### src/common/axil_pkg.sv
package axil_pkg;

  localparam int ADDR_WIDTH = 32;
  localparam int DATA_WIDTH = 32;
  localparam int STRB_WIDTH = DATA_WIDTH / 8;

  localparam int NUM_MST = 2;
  localparam int NUM_SLV = 2;

  // Slave i owns the 4 KiB window that starts at i * RULE_BASE_STEP
  localparam logic [ADDR_WIDTH-1:0] RULE_MASK      = 32'hFFFF_F000;
  localparam logic [ADDR_WIDTH-1:0] RULE_BASE_STEP = 32'h0001_0000;

  localparam int NUM_REGS      = 4;
  localparam int REG_IDX_WIDTH = $clog2(NUM_REGS);
  localparam int REG_IDX_LSB   = $clog2(STRB_WIDTH);

  typedef logic [$clog2(NUM_MST)-1:0] mst_idx_t;
  typedef logic [$clog2(NUM_SLV)-1:0] slv_idx_t;

  typedef logic [1:0] resp_t;
  localparam resp_t RESP_OKAY   = 2'b00;
  localparam resp_t RESP_SLVERR = 2'b10;
  localparam resp_t RESP_DECERR = 2'b11;

  typedef struct packed {
    logic [ADDR_WIDTH-1:0] addr;
    logic [2:0]            prot;
  } axil_aw_t;

  typedef struct packed {
    logic [DATA_WIDTH-1:0] data;
    logic [STRB_WIDTH-1:0] strb;
  } axil_w_t;

  typedef struct packed {
    resp_t resp;
  } axil_b_t;

  typedef struct packed {
    logic [ADDR_WIDTH-1:0] addr;
    logic [2:0]            prot;
  } axil_ar_t;

  typedef struct packed {
    logic [DATA_WIDTH-1:0] data;
    resp_t                 resp;
  } axil_r_t;

  // AW and W always transfer together, so they share one arbiter payload
  typedef struct packed {
    axil_aw_t aw;
    axil_w_t  w;
  } axil_wreq_t;

  typedef struct packed {
    logic     aw_valid;
    axil_aw_t aw;
    logic     w_valid;
    axil_w_t  w;
    logic     b_ready;
    logic     ar_valid;
    axil_ar_t ar;
    logic     r_ready;
  } axil_req_t;

  typedef struct packed {
    logic    aw_ready;
    logic    w_ready;
    logic    b_valid;
    axil_b_t b;
    logic    ar_ready;
    logic    r_valid;
    axil_r_t r;
  } axil_rsp_t;

endpackage

### src/axil_xbar/axil_addr_decode.sv
`timescale 1ns/1ps

module axil_addr_decode import axil_pkg::*; (
  input  logic [ADDR_WIDTH-1:0] addr,
  output slv_idx_t              slv_idx,
  output logic                  dec_err
);

  logic [ADDR_WIDTH-1:0] masked_addr;

  assign masked_addr = addr & RULE_MASK;

  // Rules are checked in slave order and the first hit wins
  always_comb begin
    logic                  hit;
    logic [ADDR_WIDTH-1:0] base;
    hit     = 1'b0;
    slv_idx = '0;
    for (int i = 0; i < NUM_SLV; i++) begin
      base = ADDR_WIDTH'(i) * RULE_BASE_STEP;
      if (!hit && (masked_addr == base)) begin
        hit     = 1'b1;
        slv_idx = slv_idx_t'(i);
      end
    end
    // No window claims the address, so the router answers with DECERR
    dec_err = !hit;
  end

endmodule

### src/axil_xbar/axil_rr_arbiter.sv
`timescale 1ns/1ps

module axil_rr_arbiter import axil_pkg::*; #(
  parameter type payload_t = logic
) (
  input  logic               clk_i,
  input  logic               arst_n,
  input  logic [NUM_MST-1:0] req,
  input  payload_t           payload [NUM_MST],
  input  logic               grant_en,
  output logic               valid,
  output payload_t           data,
  output mst_idx_t           idx,
  input  logic               ready
);

  // Master with the highest priority in the next round
  mst_idx_t prio_q;
  logic     lock_q;
  mst_idx_t lock_idx_q;

  mst_idx_t sel;
  logic     found;

  always_comb begin
    mst_idx_t cand;
    sel   = lock_idx_q;
    found = lock_q;
    // Scan starts at the priority pointer and wraps around once
    for (int k = 0; k < NUM_MST; k++) begin
      cand = mst_idx_t'((int'(prio_q) + k) % NUM_MST);
      if (!found && req[cand]) begin
        found = 1'b1;
        sel   = cand;
      end
    end
  end

  assign valid = grant_en && found;
  assign data  = payload[sel];
  assign idx   = sel;

  always_ff @(posedge clk_i or negedge arst_n) begin
    if (!arst_n) begin
      prio_q     <= '0;
      lock_q     <= 1'b0;
      lock_idx_q <= '0;
    end else if (valid && ready) begin
      prio_q <= mst_idx_t'((int'(sel) + 1) % NUM_MST);
      lock_q <= 1'b0;
    end else if (valid) begin
      // Hold the winner so its payload stays put until the handshake
      lock_q     <= 1'b1;
      lock_idx_q <= sel;
    end
  end

endmodule

### src/axil_xbar/axil_txn_route.sv
`timescale 1ns/1ps

module axil_txn_route import axil_pkg::*; (
  input  logic               clk_i,
  input  logic               arst_n,
  input  logic               wr_valid,
  input  axil_wreq_t         wr_data,
  input  mst_idx_t           wr_idx,
  input  slv_idx_t           wr_slv,
  input  logic               wr_dec_err,
  output logic               wr_ready,
  output logic               wr_grant_en,
  input  logic               rd_valid,
  input  axil_ar_t           rd_data,
  input  mst_idx_t           rd_idx,
  input  slv_idx_t           rd_slv,
  input  logic               rd_dec_err,
  output logic               rd_ready,
  output logic               rd_grant_en,
  output axil_rsp_t          mst_rsp [NUM_MST],
  input  logic [NUM_MST-1:0] mst_b_ready,
  input  logic [NUM_MST-1:0] mst_r_ready,
  output axil_req_t          slv_req [NUM_SLV],
  input  axil_rsp_t          slv_rsp [NUM_SLV]
);

  // State of the single transaction in flight per direction
  logic     wr_busy_q, wr_err_q;
  mst_idx_t wr_mst_q;
  slv_idx_t wr_slv_q;
  logic     rd_busy_q, rd_err_q;
  mst_idx_t rd_mst_q;
  slv_idx_t rd_slv_q;

  logic    wr_rsp_valid, rd_rsp_valid;
  axil_b_t wr_rsp;
  axil_r_t rd_rsp;

  assign wr_grant_en = !wr_busy_q;
  assign rd_grant_en = !rd_busy_q;

  // A failed decode is absorbed here without touching any slave
  assign wr_ready = wr_dec_err || (slv_rsp[wr_slv].aw_ready && slv_rsp[wr_slv].w_ready);
  assign rd_ready = rd_dec_err || slv_rsp[rd_slv].ar_ready;

  assign wr_rsp_valid = wr_busy_q && (wr_err_q || slv_rsp[wr_slv_q].b_valid);
  assign rd_rsp_valid = rd_busy_q && (rd_err_q || slv_rsp[rd_slv_q].r_valid);
  assign wr_rsp = wr_err_q ? axil_b_t'{resp: RESP_DECERR} : slv_rsp[wr_slv_q].b;
  assign rd_rsp = rd_err_q ? axil_r_t'{data: '0, resp: RESP_DECERR} : slv_rsp[rd_slv_q].r;

  always_comb begin
    for (int s = 0; s < NUM_SLV; s++) begin
      slv_req[s]          = '0;
      slv_req[s].aw_valid = wr_valid && !wr_dec_err && (wr_slv == slv_idx_t'(s));
      slv_req[s].w_valid  = slv_req[s].aw_valid;
      slv_req[s].aw       = wr_data.aw;
      slv_req[s].w        = wr_data.w;
      slv_req[s].b_ready  = wr_busy_q && !wr_err_q && (wr_slv_q == slv_idx_t'(s)) &&
                            mst_b_ready[wr_mst_q];
      slv_req[s].ar_valid = rd_valid && !rd_dec_err && (rd_slv == slv_idx_t'(s));
      slv_req[s].ar       = rd_data;
      slv_req[s].r_ready  = rd_busy_q && !rd_err_q && (rd_slv_q == slv_idx_t'(s)) &&
                            mst_r_ready[rd_mst_q];
    end
  end

  // Only the granted master sees a ready, only the owner sees a response
  always_comb begin
    for (int m = 0; m < NUM_MST; m++) begin
      mst_rsp[m].aw_ready = wr_valid && wr_ready && (wr_idx == mst_idx_t'(m));
      mst_rsp[m].w_ready  = mst_rsp[m].aw_ready;
      mst_rsp[m].b_valid  = wr_rsp_valid && (wr_mst_q == mst_idx_t'(m));
      mst_rsp[m].b        = wr_rsp;
      mst_rsp[m].ar_ready = rd_valid && rd_ready && (rd_idx == mst_idx_t'(m));
      mst_rsp[m].r_valid  = rd_rsp_valid && (rd_mst_q == mst_idx_t'(m));
      mst_rsp[m].r        = rd_rsp;
    end
  end

  always_ff @(posedge clk_i or negedge arst_n) begin
    if (!arst_n) begin
      wr_busy_q <= 1'b0;
      wr_err_q  <= 1'b0;
      wr_mst_q  <= '0;
      wr_slv_q  <= '0;
    end else if (wr_valid && wr_ready) begin
      wr_busy_q <= 1'b1;
      wr_err_q  <= wr_dec_err;
      wr_mst_q  <= wr_idx;
      wr_slv_q  <= wr_slv;
    end else if (wr_rsp_valid && mst_b_ready[wr_mst_q]) begin
      wr_busy_q <= 1'b0;
    end
  end

  always_ff @(posedge clk_i or negedge arst_n) begin
    if (!arst_n) begin
      rd_busy_q <= 1'b0;
      rd_err_q  <= 1'b0;
      rd_mst_q  <= '0;
      rd_slv_q  <= '0;
    end else if (rd_valid && rd_ready) begin
      rd_busy_q <= 1'b1;
      rd_err_q  <= rd_dec_err;
      rd_mst_q  <= rd_idx;
      rd_slv_q  <= rd_slv;
    end else if (rd_rsp_valid && mst_r_ready[rd_mst_q]) begin
      rd_busy_q <= 1'b0;
    end
  end

endmodule

### src/rtl/axil_reg_slave.sv
`timescale 1ns/1ps

module axil_reg_slave import axil_pkg::*; (
  input  logic      clk_i,
  input  logic      arst_n,
  input  axil_req_t req,
  output axil_rsp_t rsp
);

  logic [DATA_WIDTH-1:0] regs_q [NUM_REGS];

  logic    b_valid_q, r_valid_q;
  axil_b_t b_q;
  axil_r_t r_q;

  logic                     wr_hs, rd_hs;
  logic                     wr_in_range, rd_in_range;
  logic [REG_IDX_WIDTH-1:0] wr_reg, rd_reg;

  assign wr_hs = req.aw_valid && req.w_valid && !b_valid_q;
  assign rd_hs = req.ar_valid && !r_valid_q;

  // Only the first NUM_REGS words of the window are backed by registers
  assign wr_in_range = (req.aw.addr & ~RULE_MASK) < ADDR_WIDTH'(NUM_REGS * STRB_WIDTH);
  assign rd_in_range = (req.ar.addr & ~RULE_MASK) < ADDR_WIDTH'(NUM_REGS * STRB_WIDTH);
  assign wr_reg = req.aw.addr[REG_IDX_LSB +: REG_IDX_WIDTH];
  assign rd_reg = req.ar.addr[REG_IDX_LSB +: REG_IDX_WIDTH];

  assign rsp.aw_ready = !b_valid_q;
  assign rsp.w_ready  = !b_valid_q;
  assign rsp.b_valid  = b_valid_q;
  assign rsp.b        = b_q;
  assign rsp.ar_ready = !r_valid_q;
  assign rsp.r_valid  = r_valid_q;
  assign rsp.r        = r_q;

  always_ff @(posedge clk_i or negedge arst_n) begin
    if (!arst_n) begin
      for (int i = 0; i < NUM_REGS; i++) begin
        regs_q[i] <= '0;
      end
    end else if (wr_hs && wr_in_range) begin
      for (int b = 0; b < STRB_WIDTH; b++) begin
        if (req.w.strb[b]) begin
          regs_q[wr_reg][8*b +: 8] <= req.w.data[8*b +: 8];
        end
      end
    end
  end

  always_ff @(posedge clk_i or negedge arst_n) begin
    if (!arst_n) begin
      b_valid_q <= 1'b0;
      r_valid_q <= 1'b0;
    end else begin
      if (wr_hs) begin
        b_valid_q <= 1'b1;
      end else if (req.b_ready) begin
        b_valid_q <= 1'b0;
      end
      if (rd_hs) begin
        r_valid_q <= 1'b1;
      end else if (req.r_ready) begin
        r_valid_q <= 1'b0;
      end
    end
  end

  // Response payloads are captured only on the request handshake
  always_ff @(posedge clk_i) begin
    if (wr_hs) begin
      b_q.resp <= wr_in_range ? RESP_OKAY : RESP_SLVERR;
    end
    if (rd_hs) begin
      r_q.data <= rd_in_range ? regs_q[rd_reg] : '0;
      r_q.resp <= rd_in_range ? RESP_OKAY : RESP_SLVERR;
    end
  end

endmodule

### src/rtl/axil_xbar_top.sv
`timescale 1ns/1ps

module axil_xbar_top import axil_pkg::*; (
  input  logic      clk_i,
  input  logic      arst_n,
  input  axil_req_t mst_req [NUM_MST],
  output axil_rsp_t mst_rsp [NUM_MST]
);

  logic [NUM_MST-1:0] wr_req, rd_req;
  logic [NUM_MST-1:0] mst_b_ready, mst_r_ready;
  axil_wreq_t         wr_payload [NUM_MST];
  axil_ar_t           rd_payload [NUM_MST];

  logic       wr_valid, wr_ready, wr_grant_en, wr_dec_err;
  axil_wreq_t wr_data;
  mst_idx_t   wr_idx;
  slv_idx_t   wr_slv;

  logic       rd_valid, rd_ready, rd_grant_en, rd_dec_err;
  axil_ar_t   rd_data;
  mst_idx_t   rd_idx;
  slv_idx_t   rd_slv;

  axil_req_t  slv_req [NUM_SLV];
  axil_rsp_t  slv_rsp [NUM_SLV];

  // A write competes only once both AW and W are offered
  for (genvar m = 0; m < NUM_MST; m++) begin : gen_mst
    assign wr_req[m]      = mst_req[m].aw_valid && mst_req[m].w_valid;
    assign wr_payload[m]  = '{aw: mst_req[m].aw, w: mst_req[m].w};
    assign rd_req[m]      = mst_req[m].ar_valid;
    assign rd_payload[m]  = mst_req[m].ar;
    assign mst_b_ready[m] = mst_req[m].b_ready;
    assign mst_r_ready[m] = mst_req[m].r_ready;
  end

  axil_rr_arbiter #(
    .payload_t (axil_wreq_t)
  ) u_wr_arb (
    .clk_i    (clk_i),
    .arst_n   (arst_n),
    .req      (wr_req),
    .payload  (wr_payload),
    .grant_en (wr_grant_en),
    .valid    (wr_valid),
    .data     (wr_data),
    .idx      (wr_idx),
    .ready    (wr_ready)
  );

  axil_rr_arbiter #(
    .payload_t (axil_ar_t)
  ) u_rd_arb (
    .clk_i    (clk_i),
    .arst_n   (arst_n),
    .req      (rd_req),
    .payload  (rd_payload),
    .grant_en (rd_grant_en),
    .valid    (rd_valid),
    .data     (rd_data),
    .idx      (rd_idx),
    .ready    (rd_ready)
  );

  axil_addr_decode u_wr_dec (
    .addr    (wr_data.aw.addr),
    .slv_idx (wr_slv),
    .dec_err (wr_dec_err)
  );

  axil_addr_decode u_rd_dec (
    .addr    (rd_data.addr),
    .slv_idx (rd_slv),
    .dec_err (rd_dec_err)
  );

  axil_txn_route u_route (
    .clk_i       (clk_i),
    .arst_n      (arst_n),
    .wr_valid    (wr_valid),
    .wr_data     (wr_data),
    .wr_idx      (wr_idx),
    .wr_slv      (wr_slv),
    .wr_dec_err  (wr_dec_err),
    .wr_ready    (wr_ready),
    .wr_grant_en (wr_grant_en),
    .rd_valid    (rd_valid),
    .rd_data     (rd_data),
    .rd_idx      (rd_idx),
    .rd_slv      (rd_slv),
    .rd_dec_err  (rd_dec_err),
    .rd_ready    (rd_ready),
    .rd_grant_en (rd_grant_en),
    .mst_rsp     (mst_rsp),
    .mst_b_ready (mst_b_ready),
    .mst_r_ready (mst_r_ready),
    .slv_req     (slv_req),
    .slv_rsp     (slv_rsp)
  );

  for (genvar s = 0; s < NUM_SLV; s++) begin : gen_slv
    axil_reg_slave u_slv (
      .clk_i  (clk_i),
      .arst_n (arst_n),
      .req    (slv_req[s]),
      .rsp    (slv_rsp[s])
    );
  end

endmodule

### config.mk
export PLATFORM = sky130hd
export DESIGN_NAME = axil_xbar_top
export DESIGN_NICKNAME = d
export VERILOG_FILES = /design/src/common/axil_pkg.sv /design/src/axil_xbar/axil_addr_decode.sv /design/src/axil_xbar/axil_rr_arbiter.sv /design/src/axil_xbar/axil_txn_route.sv /design/src/rtl/axil_reg_slave.sv /design/src/rtl/axil_xbar_top.sv
export SDC_FILE = /design/constraint.sdc
export NUM_CORES = 1
export LEC_CHECK = 0
export BUFFER_PORTS_ARGS = -buffer_cell sky130_fd_sc_hd__clkbuf_2
export CORE_AREA = 10 10 291 293
export DETAILED_ROUTE_END_ITERATION = 10
export DIE_AREA = 0 0 301 303
export PLACE_DENSITY_LB_ADDON = 0.3
export SKIP_CTS_REPAIR_TIMING = 1
export SLEW_MARGIN = 20
export SYNTH_ARGS = -nofsm -noshare
export SYNTH_HDL_FRONTEND = slang
export SYNTH_HIERARCHICAL = 1
export SYNTH_SLANG_ARGS = --single-unit
### constraint.sdc
create_clock -name clk_i -period 13.58 [get_ports clk_i]
set_clock_uncertainty 0.1 [all_clocks]
set_input_delay 0.679 -clock clk_i [delete_from_list [all_inputs] [get_ports clk_i]]
set_output_delay 0.679 -clock clk_i [all_outputs]
set_load 0.02 [all_outputs]
== After elaboration in Yosys (flattened, before gate mapping) ==
Index checks and enable logic that the tools add are counted.

* Register bits: 346
* Input port bits: 224
* Output and inout bits: 82
* Word-level logic and storage cells: 253

* $add $sub $neg: 4
* $lt $le $gt $ge: 17
* Equal/unequal tests: 2
* Muxes and demuxes: 100
* Bitwise operators: 18
* Reductions and logical operators: 80

{| class="wikitable"
|+ Operators with widths
! cell !! count
|-
| two-way mux 128 bit || 14
|-
| bitwise mux 128 bit || 8
|-
| demux 32 bit (select 2 bit) || 4
|-
| two-way mux 71 bit || 3
|-
| two-way mux 35 bit || 6
|-
| two-way mux 32 bit || 5
|-
| binary-select mux 32 bit (select 2 bit) || 2
|-
| two-way mux 41 bit || 3
|-
| two-way mux 39 bit || 3
|-
| two-way mux 36 bit || 3
|-
| logical NOT 32 bit || 2
|-
| logical AND 1 bit || 48
|-
| two-way mux 1 bit || 42
|-
| equality test 20 x 5 -> 1 bit (second input constant) || 2
|-
| two-way mux 34 bit || 1
|-
| less-than comparator 12 x 5 -> 1 bit (second input constant) || 2
|-
| two-way mux 24 bit || 1
|-
| logical NOT 1 bit || 16
|-
| two-way mux 16 bit || 1
|-
| nonzero test 2 bit || 8
|-
| greater-or-equal comparator 2 bit (second input constant) || 6
|-
| less-than comparator 1 x 2 -> 1 bit (second input constant) || 6
|-
| NOT 1 -> 2 bit || 6
|-
| NOT 1 bit || 10
|-
| 8 further kinds || 19
|}

== Longest topological paths before layout ==
Gate-level depths: netlist of the first run.

* Word-level depth: 30
* Depth in mapped cells: 15
* Depth with buffers taken out: 11

== Cells and area by module ==
Netlist of the first run, hierarchy kept.

{| class="wikitable"
|+ By module, submodules not included
! module !! times used !! cells an instance !! area an instance (um^2) !! sequential area each (um^2)
|-
| axil_reg_slave (gen_slv[1].u_slv) || 1 || 431 || 7265.7 || 4274.1
|-
| axil_reg_slave (gen_slv[0].u_slv) || 1 || 431 || 7263.2 || 4274.1
|-
| axil_txn_route || 1 || 386 || 3002.9 || 200.2
|-
| axil_rr_arbiter (u_wr_arb) || 1 || 95 || 1248.7 || 75.1
|-
| axil_rr_arbiter (u_rd_arb) || 1 || 55 || 649.4 || 75.1
|-
| axil_addr_decode || 2 || 8 || 61.3 || 0.0
|-
| axil_xbar_top || 1 || 2 || 12.5 || 0.0
|}

== Worst setup path after synthesis of the first run ==
No wires, ideal clock.

* Path type: input-to-reg
* Start point: in mst_req[110] (netlist bit)
* End point: reg gen_slv[1].u_slv/regs_q[48] (netlist bit)
* Setup time: 0.125 ns
* Arrival: 4.621 ns
* Path slack: 8.734 ns
* Cell stages on the path: 15
* Path buffers: 4
* Path through: and2_1 > nand2_1 > a32o_1 > buf_6 > buf_6 > mux2_4 > or4_4 > nor4_2 > nand2_1 > and3b_1 > buf_4 > nand3b_1 > buf_2 > nor4_4 > mux2_2

{| class="wikitable"
|+ RTL lines
! item !! line !! RTL
|-
| start, declared || axil_xbar_top.sv:6 || <nowiki>input axil_req_t mst_req [NUM_MST],</nowiki>
|-
| end signal, assigned by index || axil_reg_slave.sv:45 || <nowiki>regs_q[wr_reg][8*b +: 8] <= req.w.data[8*b +: 8];</nowiki>
|-
| end, declared || axil_reg_slave.sv:10 || <nowiki>logic [DATA_WIDTH-1:0] regs_q [NUM_REGS];</nowiki>
|}

==> results_tabular.tex, run 1 <==
\begin{tabular}{lr}
\hline
Metric & Value \\
\hline
\multicolumn{2}{l}{\textbf{GRT}} \\
Global route overflow & 0 \\
Total global routing track utilization & 0.107 \\
Most heavily used metal layer in global routing & met2 \\
Initial antenna violation count & 3 \\
Met1 layer usage reported by global route & 0.140 \\
Number of global-route vias before repair & 11756 \\
Met3 demand-to-capacity share in global routing & 0.0272 \\
Maximum number of pins on one net before global-route repair & 123 \\
Global-route wire length before repair & roughly 74 mm \\
Met2 layer usage reported by global route & 0.176 \\
\multicolumn{2}{l}{\textbf{Yosys}} \\
Netlist area before placement & 0.0187 sq mm \\
Synthesis Warnings & 6 \\
Post-synthesis cell count & 1306 \\
Mean Syn Cell Area & 14.3 sq um \\
\multicolumn{2}{l}{\textbf{STA}} \\
Hold Slack & 382 ps \\
Number of hold violations in the final report & 0 \\
Post-route fraction of the period consumed by the critical path & 0.435 \\
RSZ-0062 raised after global routing & false \\
Final Worst Setup Slack & 7670 ps \\
Fin. max-slew vios & 0 \\
Final setup violation count & 0 \\
Clock period minus worst slack & 5910 ps \\
Timing-limited maximum frequency & 169 MHz \\
Headroom to the max-slew limit & 0.318 \\
Slew of the pin with the lowest slew margin & 1020 ps \\
Setup tns final & 0 ps \\
\multicolumn{2}{l}{\textbf{Floorplan}} \\
Die outline area & around 0.09 sq mm \\
Cell row count & 103 \\
Die height & 303 microns \\
CORE AREA & around 0.079 sq mm \\
Initial Utilization & 0.238 \\
IO Count & just over 300 \\
DIE WIDTH & 301 microns \\
\multicolumn{2}{l}{\textbf{Route}} \\
DRT Pass-1 Iters & 4 \\
Sum of routed wire length over all layers & 49.9 mm \\
Vias & around 11000 \\
Avg Vias per Cell & 4.31 \\
Routed WL per cell & 19.9 microns \\
Iteration-0 DRC count of the detailed router & 381 \\
Number of nets with antenna violations after detailed routing & 0 \\
DRC violation count after routing & 0 \\
\multicolumn{2}{l}{\textbf{Pwr}} \\
PwrDens & 128 mW/mm\^{}2 \\
Leakage Power & 10.2 nW \\
VDD IR-drop max & 0.0000759 V \\
Post-layout power & 2.72 mW \\
\multicolumn{2}{l}{\textbf{Cells and area}} \\
Summed area of non-filler cells in the final layout & around 0.021 sq mm \\
Utilization after layout & 0.271 \\
Final layout net count & 1647 \\
Layout cells sized above 1 & 0.573 \\
Layout area overhead & 14.1\% \\
Non-filler instance count after layout & $\sim$2500 \\
\multicolumn{2}{l}{\textbf{Clock tree}} \\
CTS sink count & 342 \\
Maximum root-to-sink buffer count & 3 \\
Clock-pin transition on the worst setup and hold timing paths & roughly 60 ps \\
Clock tree from TritonCTS & done \\
Total CTS buffers & 39 \\
H-tree lvl count & 2 \\
Clock root cell & sky130\_fd\_sc\_hd\_\_clkbuf\_16 \\
Worst skew pair latency & 550 ps \\
\multicolumn{2}{l}{\textbf{Worst setup path}} \\
Worst-path maximum fanout & 40 \\
Logic depth of the worst register-to-register path & 12 \\
CP startpoint kind & primary input \\
List of cells traversed by the critical path & clkbuf\_2 -> and2\_1 -> nand2\_1 -> a32o\_4 -> buf\_4 -> mux2\_2 -> or4\_1 -> nor3\_1 -> nand2\_1 -> and3b\_1 -> nand3b\_1 -> buf\_4 -> or4\_1 -> mux2\_2 \\
Element type at the critical path end & flip-flop \\
Internal reg-to-reg setup slack & 7680 ps \\
Worst reg2reg startpoint & u\_wr\_arb/lock\_q \\
Data arrival time of the worst path & 6230 ps \\
Launch point of the critical path & mst\_req[110] \\
Category of the most critical setup path & primary input to flip-flop \\
CP peak stage delay & approximately 870 ps \\
Slowest CP cell & sky130\_fd\_sc\_hd\_\_or4\_1 \\
RR Endpoint & gen\_slv[1].u\_slv/regs\_q[92] \\
Required time at the worst-slack endpoint & 13900 ps \\
\multicolumn{2}{l}{\textbf{Job}} \\
Max-cap viol count & 0 \\
\multicolumn{2}{l}{\textbf{Place}} \\
Routability cong. & 0.748 \\
Setup slack at placement & between 6000 and 7000 ps \\
Placed cell area & 0.0200 sq mm \\
Port buffer count & 285 \\
Post-DP HPWL & 33.1 mm \\
Cell count after placement & 2430 \\
\multicolumn{2}{l}{\textbf{Worst hold path}} \\
Min-delay src & gen\_slv[0].u\_slv/regs\_q[53] \\
End point of the most critical hold path & gen\_slv[0].u\_slv/regs\_q[53] \\
Min-delay worst type & flip-flop to flip-flop \\
Instance count along the most critical hold path & 1 \\
\multicolumn{2}{l}{\textbf{Outcome}} \\
Outcome & finished, final reports clean \\
\hline
\end{tabular}
[sequential cells by signal (all words and copies together) (netlist names), 2 cells and up]
name                     count
gen_slv.u_slv/rsp           66
gen_slv.u_slv/regs_q       256
gen_slv.u_slv/b_q            2
gen_slv.u_slv/r_valid_q      2
gen_slv.u_slv/b_valid_q      2
[layer usage]
layer,share of wire,wire length [microns],vias to the layer above
met2,0.47,23200,307
li1,-,-,4928
met1,0.45,22700,5492
met4,0.016,796,0
met5,0,0,-
met3,0.064,3210,54
[worst max-delay path, delay by kind of cell]
family | cells | cell delay [ps]
AO/OA/AOI/OAI | 1 | 680
multiplexers | 2 | 790
AND/OR/NAND/NOR | 8 | 2860
buffers and inverters | 3 | 1160
[worst max-delay path by stage]
stage,to,slack [ps],cells after the start
floorplan,gen_slv[1].u_slv/regs_q[48],8750,15
global placement,gen_slv[0].u_slv/regs_q[123],7010,14
detailed placement,gen_slv[1].u_slv/regs_q[85],6910,14
CTS,gen_slv[1].u_slv/regs_q[85],7510,12
global route,gen_slv[0].u_slv/regs_q[99],7200,12
finish,gen_slv[1].u_slv/regs_q[92],7670,14
[cell usage in the layout, fill, tap and decap left out, types with 12 or more instances in the layout]
master / count
sky130_fd_sc_hd__and3_1: 70
sky130_fd_sc_hd__buf_4: 17
sky130_fd_sc_hd__clkbuf_16: 41
sky130_fd_sc_hd__clkbuf_2: 284
sky130_fd_sc_hd__clkinv_2: 13
sky130_fd_sc_hd__dfrtp_1: 272
sky130_fd_sc_hd__edfxtp_1: 68
sky130_fd_sc_hd__inv_1: 19
sky130_fd_sc_hd__mux2_1: 12
sky130_fd_sc_hd__mux2_2: 277
sky130_fd_sc_hd__mux2_4: 71
sky130_fd_sc_hd__mux2i_1: 36
sky130_fd_sc_hd__mux4_2: 64
sky130_fd_sc_hd__nand3b_1: 18
sky130_fd_sc_hd__nor2_1: 36
sky130_fd_sc_hd__nor4_4: 24
sky130_fd_sc_hd__or4_1: 18
[where the power goes]
group	switching (mW)	leakage (nW)	internal, mW
logic	0.392	5.14	0.198
registers	0.0330	4.44	1.06
clock network	0.428	0.642	0.617
[layout make-up]
| class | instances | area (sq um) |
|---|---|---|
| timing repair buffer | 305 | 1610 |
| clock buffer | 51 | 1110 |
| fill | 8104 | 57300 |
| multi-input combinational | 716 | 8150 |
| antenna | 1 | 2.50 |
| sequential | 342 | 8900 |
| tap | 1050 | 1310 |
| clock inverter | 20 | 156 |
| inverter | 19 | 71.3 |
Note: power is estimated with default switching activity, not from simulation.
==> inputs of run 2 (changes only) <==
--- a/config.mk
+++ b/config.mk
@@ -5,10 +5,11 @@
 export SDC_FILE = /design/constraint.sdc
 export NUM_CORES = 1
 export LEC_CHECK = 0
+export ABC_AREA = 1
 export BUFFER_PORTS_ARGS = -buffer_cell sky130_fd_sc_hd__clkbuf_2
-export CORE_AREA = 10 10 291 293
+export CORE_AREA = 10 10 301 303
 export DETAILED_ROUTE_END_ITERATION = 10
-export DIE_AREA = 0 0 301 303
+export DIE_AREA = 0 0 311 313
 export PLACE_DENSITY_LB_ADDON = 0.3
 export SKIP_CTS_REPAIR_TIMING = 1
 export SLEW_MARGIN = 20
==> constraint.sdc (replaced) <==
create_clock -name clk_i -period 4.83 [get_ports clk_i]
set_clock_uncertainty 0.1 [all_clocks]
set_input_delay 0.2415 -clock clk_i [delete_from_list [all_inputs] [get_ports clk_i]]
set_output_delay 0.2415 -clock clk_i [all_outputs]
set_load 0.02 [all_outputs]
==> results_tabular.tex, run 2 <==
\begin{tabular}{lr}
\hline
Metric & Value \\
\hline
\multicolumn{2}{l}{\textbf{Worst setup path}} \\
CP peak stage delay & between 500 and 600 ps \\
Worst-path maximum fanout & 26 \\
Data arrival time of the worst path & 4770 ps \\
CP startpoint kind & flip-flop \\
Most frequent cell on the critical path & sky130\_fd\_sc\_hd\_\_nand2\_1 \\
Element type at the critical path end & flip-flop \\
List of cells traversed by the critical path & nor2\_1 -> nor2\_2 -> nand2\_1 -> nand2\_2 -> nand2\_2 -> buf\_4 -> nand2\_1 -> nand2\_1 -> nor2\_1 -> nand2\_1 -> nor2\_2 -> nand2\_1 -> nor2\_1 -> inv\_1 -> nor3\_1 -> nand3\_2 -> inv\_2 -> nand4\_1 -> nand2\_1 -> nand2\_1 \\
Required time at the worst-slack endpoint & just over 5000 ps \\
Category of the most critical setup path & flip-flop to flip-flop \\
Slowest CP cell & sky130\_fd\_sc\_hd\_\_nand4\_1 \\
\multicolumn{2}{l}{\textbf{Outcome}} \\
Outcome & finished, final reports clean \\
\multicolumn{2}{l}{\textbf{STA}} \\
RSZ-0062 raised after global routing & false \\
Clock period minus worst slack & $\sim$4400 ps \\
Timing-limited maximum frequency & 225 MHz \\
Setup tns final & 0 ps \\
Slew of the pin with the lowest slew margin & just over 1000 ps \\
Fin. max-slew vios & 0 \\
Headroom to the max-slew limit & 0.323 \\
Number of hold violations in the final report & 0 \\
Final Worst Setup Slack & 388 ps \\
Final setup violation count & 0 \\
Post-route fraction of the period consumed by the critical path & 0.920 \\
\multicolumn{2}{l}{\textbf{Yosys}} \\
Synthesis Warnings & 6 \\
Netlist area before placement & 0.0201 sq mm \\
Post-synthesis cell count & around 2600 \\
Mean Syn Cell Area & 7.63 sq um \\
\multicolumn{2}{l}{\textbf{Pwr}} \\
VDD IR-drop max & 0.000237 V \\
Leakage Power & about 12 nW \\
PwrDens & 427 mW/mm\^{}2 \\
\multicolumn{2}{l}{\textbf{Route}} \\
Number of nets with antenna violations after detailed routing & 0 \\
DRC violation count after routing & 0 \\
Iteration-0 DRC count of the detailed router & 1653 \\
DRT Pass-1 Iters & 5 \\
Vias & 18100 \\
Sum of routed wire length over all layers & 71.5 mm \\
Avg Vias per Cell & 4.69 \\
Routed WL per cell & roughly 19 microns \\
\multicolumn{2}{l}{\textbf{Cells and area}} \\
Final layout net count & 2908 \\
Layout cells sized above 1 & 0.178 \\
Summed area of non-filler cells in the final layout & 0.0228 sq mm \\
Highest-count cells in the layout ignoring fill and taps & sky130\_fd\_sc\_hd\_\_nand2\_1, sky130\_fd\_sc\_hd\_\_nor2\_1, sky130\_fd\_sc\_hd\_\_clkbuf\_2, sky130\_fd\_sc\_hd\_\_dfrtp\_1, sky130\_fd\_sc\_hd\_\_nand4\_1 \\
Flip-flop count of the largest register, all copies and words added & around 260 \\
Most common library cell in the layout ignoring fill and taps & sky130\_fd\_sc\_hd\_\_nand2\_1 \\
Layout area overhead & 13.5\% \\
Diode insertion count for antenna repair & 0 \\
Most flop-heavy register & gen\_slv.u\_slv/regs\_q \\
\multicolumn{2}{l}{\textbf{Clock tree}} \\
Clock-pin transition on the worst setup and hold timing paths & $\sim$60 ps \\
Clock root cell & sky130\_fd\_sc\_hd\_\_clkbuf\_16 \\
Worst skew pair latency & 540 ps \\
Maximum root-to-sink buffer count & 3 \\
Total CTS buffers & 39 \\
CTS sink count & 342 \\
H-tree lvl count & 2 \\
Clock tree from TritonCTS & done \\
\multicolumn{2}{l}{\textbf{Floorplan}} \\
Initial Utilization & 0.237 \\
CORE AREA & 0.0846 sq mm \\
DIE WIDTH & 311 microns \\
IO Count & 306 \\
Cell row count & roughly 110 \\
Die height & 313 microns \\
Die outline area & $\sim$0.1 sq mm \\
\multicolumn{2}{l}{\textbf{Place}} \\
Placed cell area & 0.0215 sq mm \\
Setup slack at placement & between 400 and 500 ps \\
Routability cong. & about 0.85 \\
Port buffer count & 285 \\
Post-DP HPWL & 48.7 mm \\
\multicolumn{2}{l}{\textbf{GRT}} \\
Global route overflow & 0 \\
Global-route wire length before repair & 109 mm \\
Initial antenna violation count & 0 \\
Number of global-route vias before repair & 17759 \\
Maximum number of pins on one net before global-route repair & 114 \\
Total global routing track utilization & 0.140 \\
\multicolumn{2}{l}{\textbf{Job}} \\
Max-cap viol count & 0 \\
\multicolumn{2}{l}{\textbf{Worst hold path}} \\
Min-delay worst type & primary input to flip-flop \\
\hline
\end{tabular}
run 2: final timing paths:
check / from / slack [ps] / depth (start not counted) / to
max: u_wr_arb/prio_q / 390 / 20 / gen_slv[1].u_slv/regs_q[11]
min: mst_req[111] / 10 / 6 / u_route/rd_busy_q
min reg2reg: gen_slv[0].u_slv/regs_q[61] / 370 / 2 / gen_slv[0].u_slv/regs_q[61]
max in group asynchronous: arst_n / 3290 / 3 / gen_slv[1].u_slv/regs_q[37]
max reg2reg: u_wr_arb/prio_q / 390 / 20 / gen_slv[1].u_slv/regs_q[11]
min in group asynchronous: arst_n / 240 / 2 / gen_slv[1].u_slv/regs_q[55]
run 2: worst max-delay path: cells and delay by family, from the launching register on:
family,cells,cell delay [ps]
and+or+nand+nor,17,2860
buffers and inverters,3,860
DFF,1,490
run 2: power breakdown:
group	internal (mW)	total [mW]	leakage, nW	switching (mW)
clock	1.77	2.98	0.622	1.21
combinational	0.826	3.73	6.82	2.90
sequential	2.97	3.01	4.31	0.0349
run 2: metal layers:
metal  vias to the layer above  GRT usage  routed length, microns
met2                       746      0.206                   29800
met4                         0     0.0284                    1090
met5                         -          0                       0
met3                        65     0.0343                    6240
met1                      8648      0.206                   34300
li1                       8641          -                       -
run 2: through the flow:
step           cells  hold slack (ps)   util  power, mW
6_report        3858             11.2  0.269       9.71
5_1_grt         3858             35.1  0.269       10.2
4_1_cts         3857             -282  0.269       9.79
3_5_place_dp    3786              288  0.254       6.76
3_3_place_gp    3786              280  0.254       6.77
2_1_floorplan   2630             -154      -       5.91
run 2: cell type report:
cell class | instances | area (sq um)
Timing Repair Buffer | 352 | 2100
Fill cell | 9376 | 61900
Tap cell | 1144 | 1430
Sequential cell | 342 | 8900
Inverter | 115 | 438
Clock buffer | 64 | 1210
Multi-Input combinational cell | 1834 | 8610
Clock inverter | 7 | 56.3
==> inputs of run 3 (changes only) <==
--- a/config.mk
+++ b/config.mk
@@ -7,6 +7,8 @@
 export LEC_CHECK = 0
 export ABC_AREA = 1
 export BUFFER_PORTS_ARGS = -buffer_cell sky130_fd_sc_hd__clkbuf_2
+export CELL_PAD_IN_SITES_DETAIL_PLACEMENT = 0
+export CELL_PAD_IN_SITES_GLOBAL_PLACEMENT = 1
 export CORE_AREA = 10 10 301 303
 export DETAILED_ROUTE_END_ITERATION = 10
 export DIE_AREA = 0 0 311 313
==> results_tabular.tex, run 3 (synthesis results as in run 2) <==
\begin{tabular}{lr}
\hline
Metric & Value \\
\hline
\multicolumn{2}{l}{\textbf{Outcome}} \\
Outcome & finished, violations left \\
Violated checks & negative hold slack \\
\multicolumn{2}{l}{\textbf{Route}} \\
Routed WL per cell & 19.6 microns \\
Avg Vias per Cell & roughly 4.7 \\
Vias & between 15000 and 20000 \\
Sum of routed wire length over all layers & $\sim$76 mm \\
DRC violation count after routing & 0 \\
DRT Pass-1 Iters & 5 \\
Iteration-0 DRC count of the detailed router & 1301 \\
Number of nets with antenna violations after detailed routing & 0 \\
\multicolumn{2}{l}{\textbf{Floorplan}} \\
Die outline area & around 0.1 sq mm \\
Cell row count & 107 \\
DIE WIDTH & 311 microns \\
Die height & 313 microns \\
IO Count & approximately 310 \\
Initial Utilization & 0.237 \\
CORE AREA & 0.0846 sq mm \\
\multicolumn{2}{l}{\textbf{Worst setup path}} \\
Worst-path maximum fanout & 22 \\
CP peak stage delay & approximately 520 ps \\
Slowest CP cell & sky130\_fd\_sc\_hd\_\_nand4\_1 \\
Logic depth of the worst register-to-register path & 19 \\
Data arrival time of the worst path & 4610 ps \\
Worst reg2reg startpoint & u\_wr\_arb/prio\_q \\
Kind of cell adding the most delay to the critical path & simple AND/OR/NAND/NOR gates \\
Buffers \& Inverters on Critical Path & 2 \\
List of cells traversed by the critical path & nor2\_1 -> nor2\_2 -> nand2\_1 -> nand2\_2 -> nand2\_2 -> nand2\_1 -> nand2\_1 -> nor2\_1 -> nand2\_1 -> nor2\_2 -> nand2\_1 -> nor2\_1 -> inv\_1 -> nor3\_1 -> nand3\_2 -> inv\_2 -> nand4\_1 -> nand2\_1 -> nand2\_1 \\
Required time at the worst-slack endpoint & 5170 ps \\
Most frequent cell on the critical path & sky130\_fd\_sc\_hd\_\_nand2\_1 \\
Element type at the critical path end & flip-flop \\
RR Endpoint & gen\_slv[1].u\_slv/regs\_q[1] \\
Instance count on the critical path & 19 \\
Category of the most critical setup path & flip-flop to flip-flop \\
Internal reg-to-reg setup slack & 570 ps \\
CP startpoint kind & flip-flop \\
\multicolumn{2}{l}{\textbf{Pwr}} \\
Power dissipated by switching net loads & 4.35 mW \\
PwrDens & 441 mW/mm\^{}2 \\
Sequential share of power & 0.298 \\
Leakage Power & 11.8 nW \\
Proportion of power drawn by the clock network & 0.323 \\
VDD IR-drop max & 0.000244 V \\
Proportion of total power due to net switching & 0.431 \\
Cell internal pwr & 5.75 mW \\
Combinational cell fraction of total power & 0.380 \\
\multicolumn{2}{l}{\textbf{Place}} \\
Routability cong. & 0.775 \\
Port buffer count & 285 \\
Post-DP HPWL & around 50 mm \\
\multicolumn{2}{l}{\textbf{Cells and area}} \\
Layout cells sized above 1 & 0.182 \\
Most common library cell in the layout ignoring fill and taps & sky130\_fd\_sc\_hd\_\_nand2\_1 \\
Utilization after layout & 0.271 \\
Most flop-heavy register & gen\_slv.u\_slv/regs\_q \\
Highest-count cells in the layout ignoring fill and taps & sky130\_fd\_sc\_hd\_\_nand2\_1, sky130\_fd\_sc\_hd\_\_nor2\_1, sky130\_fd\_sc\_hd\_\_clkbuf\_2, sky130\_fd\_sc\_hd\_\_dfrtp\_1, sky130\_fd\_sc\_hd\_\_nand4\_1 \\
Flip-flop count of the largest register, all copies and words added & 256 \\
Layout area overhead & 14.2\% \\
Final layout net count & a little under 3000 \\
\multicolumn{2}{l}{\textbf{Clock tree}} \\
Clock-pin transition on the worst setup and hold timing paths & around 50 ps \\
Worst skew pair latency & around 570 ps \\
Clock tree from TritonCTS & done \\
Clock root cell & sky130\_fd\_sc\_hd\_\_clkbuf\_16 \\
Maximum root-to-sink buffer count & 3 \\
CTS sink count & 342 \\
H-tree lvl count & 2 \\
Total CTS buffers & 42 \\
\multicolumn{2}{l}{\textbf{STA}} \\
Number of hold violations in the final report & 2 \\
Final setup violation count & 0 \\
Setup tns final & 0 ps \\
Timing-limited maximum frequency & 235 MHz \\
RSZ-0062 raised after global routing & false \\
Slew of the pin with the lowest slew margin & around 900 ps \\
Hold Slack & -36.3 ps \\
Headroom to the max-slew limit & 0.399 \\
Clock period minus worst slack & approximately 4300 ps \\
Fin. max-slew vios & 0 \\
Post-route fraction of the period consumed by the critical path & 0.882 \\
\multicolumn{2}{l}{\textbf{Worst hold path}} \\
Min-delay src & mst\_req[111] \\
Instance count along the most critical hold path & 6 \\
End point of the most critical hold path & u\_route/rd\_busy\_q \\
Min-delay worst type & primary input to flip-flop \\
\multicolumn{2}{l}{\textbf{GRT}} \\
Number of global-route vias before repair & 17965 \\
Initial antenna violation count & 2 \\
Maximum number of pins on one net before global-route repair & $\sim$130 \\
Global route overflow & 0 \\
Total global routing track utilization & 0.149 \\
Global-route wire length before repair & 114 mm \\
\multicolumn{2}{l}{\textbf{Job}} \\
Max-cap viol count & 0 \\
\hline
\end{tabular}
==> run 3: cell types whose count changed in the layout (fill, tap and decap cells not counted), moves of 2 or more <==
cell / change
sky130_fd_sc_hd__clkbuf_8: -2
sky130_fd_sc_hd__clkbuf_16: +3
sky130_fd_sc_hd__clkinv_1: -2
sky130_fd_sc_hd__bufinv_16: +2
sky130_fd_sc_hd__clkbuf_1: -3
sky130_fd_sc_hd__clkinv_2: +4
sky130_fd_sc_hd__buf_4: +2
sky130_fd_sc_hd__diode_2: +2
==> run 3: power groups by stage <==
| stage | clock (mW) | sequential, mW | combinational (mW) |
|---|---|---|---|
| after detailed placement | 0 | 3.06 | 3.85 |
| after floorplan | 0 | 3.05 | 2.87 |
| after global routing | 3.46 | 3.01 | 4.14 |
| final | 3.26 | 3.01 | 3.83 |
| after CTS | 3.35 | 3.01 | 3.85 |
| after global placement | 0 | 3.06 | 3.87 |
==> run 3: how the worst max path moves through the flow <==
stage	endpoint	from	slack, ps
after floorplan	gen_slv[1].u_slv/regs_q[32]	u_wr_arb/prio_q	1570
after global placement	gen_slv[1].u_slv/regs_q[13]	u_wr_arb/prio_q	480
after detailed placement	gen_slv[1].u_slv/regs_q[11]	u_wr_arb/prio_q	480
after CTS	gen_slv[1].u_slv/regs_q[1]	u_wr_arb/prio_q	460
after global routing	gen_slv[1].u_slv/regs_q[13]	u_wr_arb/prio_q	20
final	gen_slv[1].u_slv/regs_q[1]	u_wr_arb/prio_q	570
==> run 3: routing by layer <==
layer  share of wire  track usage
met1            0.47        0.208
met2            0.44        0.232
met3           0.071       0.0324
met4           0.021       0.0385
met5               0            0
==> run 3: cell type report <==
class	count	area [sq um]
Clock inverter	16	160
Fill cell	9424	61700
Multi-Input combinational cell	1834	8610
Inverter	115	437
Antenna cell	2	5.00
Timing Repair Buffer	353	2100
Sequential cell	342	8900
Clock buffer	62	1250
Tap cell	1144	1430
==> run 3: tightest hold or removal path: stages <==
cell and delay [ps]:
sky130_fd_sc_hd__clkbuf_2 80, sky130_fd_sc_hd__nand2_1 40, sky130_fd_sc_hd__nand2_1 80, sky130_fd_sc_hd__nand2_1 60, sky130_fd_sc_hd__nand2_1 50, sky130_fd_sc_hd__nand2_1 40
==> run 3: through the flow <==
step / hold slack [ps] / setup WS (ps) / power [mW] / instance area (sq um) / std cells
2_1_floorplan: -154 / 1570 / 5.91 / 20100 / 2630
3_3_place_gp: 90.0 / 481 / 6.93 / 21500 / 3787
3_5_place_dp: 91.0 / 483 / 6.91 / 21500 / 3787
4_1_cts: -513 / 463 / 10.2 / 22900 / 3865
5_1_grt: 22.3 / 20.1 / 10.6 / 22900 / 3866
6_report: -36.3 / 569 / 10.1 / 22900 / 3868
